===== src/source/branchPkg.sv =====
`default_nettype none

package branchPkg;

    localparam int tagW = 4;

    typedef logic [31:0] dataT;
    typedef logic [31:0] addrT;
    typedef logic [31:0] instT;
    typedef logic [tagW-1:0] tagT;

    // operand value already present
    localparam tagT tagFree = '0;

    typedef enum logic [2:0] {
        opBeq,
        opBne,
        opBlt,
        opBge,
        opBltu,
        opBgeu,
        opJal,
        opJalr
    } branchOpT;

    typedef struct packed {
        instT inst;
        addrT pc;
        addrT predNext;
        dataT valO;
        tagT  tagO;
        dataT valT;
        tagT  destTag;
        tagT  robTag;
        // second operand tag
        tagT  tagT;
    } dispatchT;

    typedef struct packed {
        logic valid;
        tagT  tag;
        dataT data;
    } cdbT;

    typedef struct packed {
        branchOpT op;
        dataT     valO;
        tagT      tagO;
        dataT     valT;
        dataT     imm;
        addrT     pc;
        addrT     predNext;
        tagT      destTag;
        tagT      robTag;
        tagT      tagT;
    } stationEntryT;

    typedef struct packed {
        logic     valid;
        branchOpT op;
        dataT     valO;
        dataT     valT;
        dataT     imm;
        addrT     pc;
        addrT     predNext;
        tagT      destTag;
        tagT      robTag;
    } issueT;

    typedef struct packed {
        logic valid;
        addrT nextPc;
        dataT link;
        addrT predNext;
        logic isJump;
        tagT  destTag;
        tagT  robTag;
    } execT;

    typedef struct packed {
        logic valid;
        addrT target;
    } redirectT;

    typedef struct packed {
        logic valid;
        tagT  robTag;
    } doneT;

endpackage

`default_nettype wire


===== src/source/branchDecode.sv =====
`timescale 1ns/10ps
`default_nettype none

module branchDecode #(
    parameter int stationSize = 4
) (
    input  logic                     dispatchValid,
    input  branchPkg::dispatchT      dispatch,
    input  logic [stationSize-1:0]   freeSlots,
    output logic                     writeEn,
    output logic [stationSize-1:0]   writeSlot,
    output branchPkg::stationEntryT  entry
);

    localparam logic [6:0] opcBranch = 7'b1100011;
    localparam logic [6:0] opcJal    = 7'b1101111;
    localparam logic [6:0] opcJalr   = 7'b1100111;

    logic [6:0]         opcode;
    logic [2:0]         funct3;
    logic               known;
    branchPkg::branchOpT op;
    branchPkg::dataT    immB;
    branchPkg::dataT    immJ;
    branchPkg::dataT    immI;
    branchPkg::dataT    imm;

    assign opcode = dispatch.inst[6:0];
    assign funct3 = dispatch.inst[14:12];

    assign immB = {{20{dispatch.inst[31]}}, dispatch.inst[7], dispatch.inst[30:25],
                   dispatch.inst[11:8], 1'b0};
    assign immJ = {{12{dispatch.inst[31]}}, dispatch.inst[19:12], dispatch.inst[20],
                   dispatch.inst[30:21], 1'b0};
    assign immI = {{21{dispatch.inst[31]}}, dispatch.inst[30:20]};

    always_comb begin
        known = 1'b0;
        op    = branchPkg::opBeq;
        case (opcode)
            opcBranch: begin
                known = 1'b1;
                case (funct3)
                    3'b000:  op = branchPkg::opBeq;
                    3'b001:  op = branchPkg::opBne;
                    3'b100:  op = branchPkg::opBlt;
                    3'b101:  op = branchPkg::opBge;
                    3'b110:  op = branchPkg::opBltu;
                    3'b111:  op = branchPkg::opBgeu;
                    // 010 and 011 are reserved
                    default: known = 1'b0;
                endcase
            end
            opcJal: begin
                known = 1'b1;
                op    = branchPkg::opJal;
            end
            opcJalr: begin
                known = (funct3 == 3'b000);
                op    = branchPkg::opJalr;
            end
            default: known = 1'b0;
        endcase
    end

    always_comb begin
        case (op)
            branchPkg::opJal:  imm = immJ;
            branchPkg::opJalr: imm = immI;
            default:           imm = immB;
        endcase
    end

    // lowest free slot as one-hot
    assign writeSlot = freeSlots & (~freeSlots + stationSize'(1));
    assign writeEn   = dispatchValid && known && (|freeSlots);

    always_comb begin
        entry          = '0;
        entry.op       = op;
        entry.valO     = dispatch.valO;
        entry.tagO     = dispatch.tagO;
        entry.valT     = dispatch.valT;
        entry.tagT     = dispatch.tagT;
        entry.imm      = imm;
        entry.pc       = dispatch.pc;
        entry.predNext = dispatch.predNext;
        entry.destTag  = dispatch.destTag;
        entry.robTag   = dispatch.robTag;
    end

endmodule

`default_nettype wire


===== src/source/branchStation.sv =====
`timescale 1ns/10ps
`default_nettype none

module branchStation #(
    parameter int stationSize = 4
) (
    input  logic                     clk,
    input  logic                     reset,
    input  logic                     writeEn,
    input  logic [stationSize-1:0]   writeSlot,
    input  branchPkg::stationEntryT  entry,
    input  branchPkg::cdbT           cdbIn,
    output logic [stationSize-1:0]   freeSlots,
    output branchPkg::issueT         issue
);

    branchPkg::stationEntryT slots [stationSize];
    branchPkg::stationEntryT woke  [stationSize];
    branchPkg::stationEntryT incoming;
    branchPkg::stationEntryT pickEntry;

    logic [stationSize-1:0] occupied;
    logic [stationSize-1:0] ready;
    logic [stationSize-1:0] pick;
    logic [stationSize-1:0] written;

    // apply one broadcast to an entry's waiting operands
    function automatic branchPkg::stationEntryT wakeup(
        input branchPkg::stationEntryT e,
        input branchPkg::cdbT          c
    );
        branchPkg::stationEntryT w;
        w = e;
        if (c.valid && c.tag != branchPkg::tagFree) begin
            if (e.tagO == c.tag) begin
                w.valO = c.data;
                w.tagO = branchPkg::tagFree;
            end
            if (e.tagT == c.tag) begin
                w.valT = c.data;
                w.tagT = branchPkg::tagFree;
            end
        end
        return w;
    endfunction

    // incoming entry sees the same broadcast as the stored ones
    assign incoming = wakeup(entry, cdbIn);

    always_comb begin
        for (int i = 0; i < stationSize; i++) begin
            woke[i]  = wakeup(slots[i], cdbIn);
            ready[i] = occupied[i]
                       && woke[i].tagO == branchPkg::tagFree
                       && woke[i].tagT == branchPkg::tagFree;
        end
    end

    // lowest ready index wins
    assign pick = ready & (~ready + stationSize'(1));

    always_comb begin
        pickEntry = '0;
        for (int i = 0; i < stationSize; i++) begin
            if (pick[i]) begin
                pickEntry = woke[i];
            end
        end
    end

    assign written   = writeEn ? writeSlot : '0;
    assign freeSlots = ~occupied;

    always_ff @(posedge clk) begin
        for (int i = 0; i < stationSize; i++) begin
            if (written[i]) begin
                slots[i] <= incoming;
            end else begin
                slots[i] <= woke[i];
            end
        end

        issue.op       <= pickEntry.op;
        issue.valO     <= pickEntry.valO;
        issue.valT     <= pickEntry.valT;
        issue.imm      <= pickEntry.imm;
        issue.pc       <= pickEntry.pc;
        issue.predNext <= pickEntry.predNext;
        issue.destTag  <= pickEntry.destTag;
        issue.robTag   <= pickEntry.robTag;

        if (reset) begin
            occupied    <= '0;
            issue.valid <= 1'b0;
        end else begin
            // issued slot frees at the same edge
            occupied    <= (occupied & ~pick) | written;
            issue.valid <= |ready;
        end
    end

endmodule

`default_nettype wire


===== src/source/branchExecute.sv =====
`timescale 1ns/10ps
`default_nettype none

module branchExecute (
    input  logic              clk,
    input  logic              reset,
    input  branchPkg::issueT  issue,
    output branchPkg::execT   exec
);

    logic            taken;
    logic            isJump;
    branchPkg::addrT target;
    branchPkg::addrT seqPc;
    branchPkg::addrT jumpBase;

    always_comb begin
        isJump = 1'b0;
        case (issue.op)
            branchPkg::opBeq:  taken = (issue.valO == issue.valT);
            branchPkg::opBne:  taken = (issue.valO != issue.valT);
            branchPkg::opBlt:  taken = ($signed(issue.valO) < $signed(issue.valT));
            branchPkg::opBge:  taken = ($signed(issue.valO) >= $signed(issue.valT));
            branchPkg::opBltu: taken = (issue.valO < issue.valT);
            branchPkg::opBgeu: taken = (issue.valO >= issue.valT);
            default: begin
                // jal, jalr
                taken  = 1'b1;
                isJump = 1'b1;
            end
        endcase
    end

    assign seqPc    = issue.pc + 32'd4;
    assign jumpBase = issue.valO + issue.imm;

    // jalr drops bit 0 of the sum
    assign target = (issue.op == branchPkg::opJalr) ? {jumpBase[31:1], 1'b0}
                                                    : issue.pc + issue.imm;

    always_ff @(posedge clk) begin
        exec.nextPc   <= taken ? target : seqPc;
        exec.link     <= seqPc;
        exec.predNext <= issue.predNext;
        exec.isJump   <= isJump;
        exec.destTag  <= issue.destTag;
        exec.robTag   <= issue.robTag;
        if (reset) begin
            exec.valid <= 1'b0;
        end else begin
            exec.valid <= issue.valid;
        end
    end

endmodule

`default_nettype wire


===== src/source/branchResult.sv =====
`timescale 1ns/10ps
`default_nettype none

module branchResult (
    input  logic                 clk,
    input  logic                 reset,
    input  branchPkg::execT      exec,
    output branchPkg::cdbT       cdbOut,
    output branchPkg::redirectT  redirect,
    output branchPkg::doneT      done
);

    logic mispredict;
    logic writesLink;

    assign mispredict = (exec.nextPc != exec.predNext);

    // only jumps with a real destination put the link on the bus
    assign writesLink = exec.isJump && (exec.destTag != branchPkg::tagFree);

    always_ff @(posedge clk) begin
        done.robTag     <= exec.robTag;
        redirect.target <= exec.nextPc;
        cdbOut.tag      <= exec.destTag;
        cdbOut.data     <= exec.link;
        if (reset) begin
            done.valid     <= 1'b0;
            redirect.valid <= 1'b0;
            cdbOut.valid   <= 1'b0;
        end else begin
            done.valid     <= exec.valid;
            redirect.valid <= exec.valid && mispredict;
            cdbOut.valid   <= exec.valid && writesLink;
        end
    end

endmodule

`default_nettype wire


===== src/source/branchUnit.sv =====
`timescale 1ns/10ps
`default_nettype none

module branchUnit #(
    parameter int stationSize = 4
) (
    input  logic                 clk,
    input  logic                 reset,
    input  logic                 dispatchValid,
    input  branchPkg::dispatchT  dispatch,
    input  branchPkg::cdbT       cdbIn,
    output logic                 stationFull,
    output branchPkg::cdbT       cdbOut,
    output branchPkg::redirectT  redirect,
    output branchPkg::doneT      done
);

    logic [stationSize-1:0]  freeSlots;
    logic [stationSize-1:0]  writeSlot;
    logic                    writeEn;
    branchPkg::stationEntryT entry;
    branchPkg::issueT        issue;
    branchPkg::execT         exec;

    assign stationFull = ~|freeSlots;

    branchDecode #(
        .stationSize (stationSize)
    ) decode (
        .dispatchValid (dispatchValid),
        .dispatch      (dispatch),
        .freeSlots     (freeSlots),
        .writeEn       (writeEn),
        .writeSlot     (writeSlot),
        .entry         (entry)
    );

    branchStation #(
        .stationSize (stationSize)
    ) station (
        .clk       (clk),
        .reset     (reset),
        .writeEn   (writeEn),
        .writeSlot (writeSlot),
        .entry     (entry),
        .cdbIn     (cdbIn),
        .freeSlots (freeSlots),
        .issue     (issue)
    );

    branchExecute execute (
        .clk   (clk),
        .reset (reset),
        .issue (issue),
        .exec  (exec)
    );

    branchResult result (
        .clk      (clk),
        .reset    (reset),
        .exec     (exec),
        .cdbOut   (cdbOut),
        .redirect (redirect),
        .done     (done)
    );

endmodule

`default_nettype wire


===== config.mk =====
export PLATFORM = sky130hd
export DESIGN_NAME = branchUnit
export DESIGN_NICKNAME = d
export VERILOG_FILES = /design/src/source/branchPkg.sv /design/src/source/branchDecode.sv /design/src/source/branchStation.sv /design/src/source/branchExecute.sv /design/src/source/branchResult.sv /design/src/source/branchUnit.sv
export SDC_FILE = /design/constraint.sdc
export NUM_CORES = 2
export LEC_CHECK = 0
export BUFFER_PORTS_ARGS = -buffer_cell sky130_fd_sc_hd__clkbuf_2
export CAP_MARGIN = 0
export CORE_MARGIN = 3
export CORE_UTILIZATION = 30
export DETAILED_ROUTE_END_ITERATION = 7
export REMOVE_ABC_BUFFERS = 1
export SLEW_MARGIN = 10
export SYNTH_ARGS = -nofsm -noshare
export SYNTH_HDL_FRONTEND = slang
export SYNTH_SLANG_ARGS = --single-unit

===== constraint.sdc =====
create_clock -name clk -period 4.15 [get_ports clk]
set_input_delay 0.2075 -clock clk [delete_from_list [all_inputs] [get_ports clk]]
set_output_delay 0.2075 -clock clk [all_outputs]
set_load 0.005 [all_outputs]

==> run metrics <==
Final Max Tran Viols=0; die height=380 microns; Longest Clk Path Bufs=3; WS Path Type=register to register; CP max FO=16; DR DRC count=0; RSZ-0062 raised after global routing=no; Post-Route WL=~130 mm; Nets=4746; multi-input logic area=0.0164 sq mm; WP data arrival=4110 ps; dominant synthesized flop cell=dfxtp_1; Peak VDD IR=334 uV; Lkg Pwr=19.5 nW; CTS Buf Count=about 100; reg-to-reg endpoint=execute.exec[102]; Clk Latency, worst-skew pair=730 ps; Crit. End Element=register; H-tree levels=3; via count=32.7k; area grow syn2layout=22.3%; Setup TNS=0 ps; Syn Area/Cell=10.5 sq um; Cell Rows=136; Post-synth EDFFs=384; commonest non-fill, non-tap cell in the layout=nor2_1; TritonCTS sink count=1018; die width=around 380 microns; Hold Worst Slack=53.8 ps; Worst Setup SP=station.issue[102]; Starting Density=30.4%; Vias/cell=about 5.1; WL/cell=roughly 21 microns; Reg2Reg Depth=10; CTS tree=done; Netlist cell types=75; Reg area=between 0.02 and 0.025 sq mm; status=finished, final reports clean; final setup fails=0; final hold viol count=0; Pre-antenna DRT Iters=7; port bufs=291; clk_skew=50.2 ps; I/O Pins=292; Seq/Total Area, Yosys=57.7%; Worst-path clk slew=around 60 ps; Post-CTS Setup Inserts=0; max_slew headroom=21.9%; 1st-iter DRT viols=2511; initial antenna violation count=25; routability cong.=0.859; register bit total from synthesis=1018; Mapped Area=around 0.042 sq mm; Reg-to-Reg Start=station.issue[102]; hpwl dp=approximately 90 mm; P per Cell Area=471 mW/mm^2; largest net degree at the start of global routing=147; Die ar.=about 0.14 sq mm; post-CTS sizing=0; Yosys warning count=0; Layout fillers=approximately 14k; Worst EP required=4790 ps; crit path time final=3470 ps; crit path to=execute.exec[102]; layout cells sized above 1=between 10% and 20%; first-pass GRT wire length=201 mm; core area=0.138 sq mm; Hold Crit Class=input pin to register; GR Overflow Total=0; Power Total=24.2 mW; Routed Antenna Nets=0; Final Cycle Share=83.5%; Tot GR Track Use=18.0%; number of global-route vias before repair=between 30k and 40k; element type at the critical path start=register; Max Fclk=~290 MHz; reg2reg setup slack=680 ps; Mapped Cells=4012; Slew @ Worst Pin=1170 ps; clk root buf=clkbuf_16; # Max-Cap Violations=0; post-synthesis async set-or-reset flop share=0%; most frequent cells in the layout=nor2_1 (738), dfxtp_1 (634), edfxtp_1 (384)
## where the power goes
part	leakage, nW	total [mW]	internal [mW]	switching [mW]
sequential	8.65	11.9	11.4	0.584
combinational	9.10	2.68	1.36	1.31
clock	1.73	9.57	5.54	4.03
total	19.5	24.2	18.3	5.93
## critical path, cell delays in order, from the launching register on
cell and delay, ps:
dfxtp_1 820, buf_4 380, ha_1 370, a21o_1 190, a21o_1 190, a21o_1 170
a21oi_1 260, nor2_1 100, o31a_1 280, or3_1 400, a31oi_1 220
## through the flow
step	setup slack, ps	util (%)	cell area, sq um	instances
final	683	37.1	51300	6391
after global routing	334	37.1	51300	6384
after CTS	503	37.1	51300	6380
after detailed placement	680	33.0	45500	5975
after global placement	707	33.0	45500	5975
after floorplan	-15640	-	40800	3744
## layout make-up
class | instances | area share [%]
repair buffers | 589 | 8.66
diodes | 11 | 0.0536
flip-flops and latches | 1018 | 47.2
multi-input cells | 2640 | 32.0
clock inverters | 39 | 1.12
clock buffers | 145 | 5.80
inverters | 86 | 0.648
well taps | 1863 | 4.54
## cell usage after synthesis, drive strengths merged (63+ instances only)
cell | count | area share (%)
a21oi | 89 | 1.1
a221o | 94 | 2.2
a22oi | 94 | 1.7
a31oi | 87 | 1.3
buf | 97 | 1.2
clkbuf | 171 | 1.5
dfxtp | 634 | 30
edfxtp | 384 | 27
ha | 94 | 2.8
inv | 86 | 0.77
mux2i | 200 | 4.8
nand2 | 233 | 2.1
nand3 | 63 | 0.75
nor2 | 744 | 6.7
nor3 | 75 | 0.92
o21ai | 100 | 1.2
o22ai | 321 | 4.8
xnor2 | 105 | 2.2
## repair_timing
item,in CTS,in global routing
hold buffers,221,0
hold endpoints to repair,682,0
endpoints found under the setup margin,0,0
## worst min-delay path by stage
stage,startpoint,end,depth (start not counted)
after floorplan,reset,station.issue[171],1
after global placement,station.issue[4],execute.exec[4],0
after detailed placement,execute.exec[42],result.cdbOut[1],0
after CTS,cdbIn[15],station.issue[151],3
after global routing,cdbIn[23],station.slots[2][167],3
final,cdbIn[23],station.slots[0][167],3
## logic make-up (layout without fill, tap and decap cells)
group,after synthesis,count (layout),share of synthesized area (%)
DFF,1018,1018,57.7
other,0,11,0
xor gates and xnor gates,134,134,2.80
muxes,212,212,5.09
buffers and inverters,354,859,3.53
adders and majority gates,96,96,2.90
and+or+nand+nor,1267,1267,12.8
AOI/OAI and AO/OA,931,931,15.2
## sequential cells by signal, summed over array words and instances, names as in the netlist
name,count
station.issue,161
result.redirect,33
result.done,5
result.cdbOut,37
station.occupied,4
station.slots,672
execute.exec,106
## metal layers
metal | up-vias | part of all wire, % | track usage (%)
met5 | - | 0.040 | 0
met4 | 8 | 3.2 | 6.41
met3 | 222 | 5.4 | 2.41
met2 | 1066 | 49 | 30.8
met1 | 15900 | 42 | 23.1
li1 | 15500 | - | -
(Power assumes the default switching activity.)
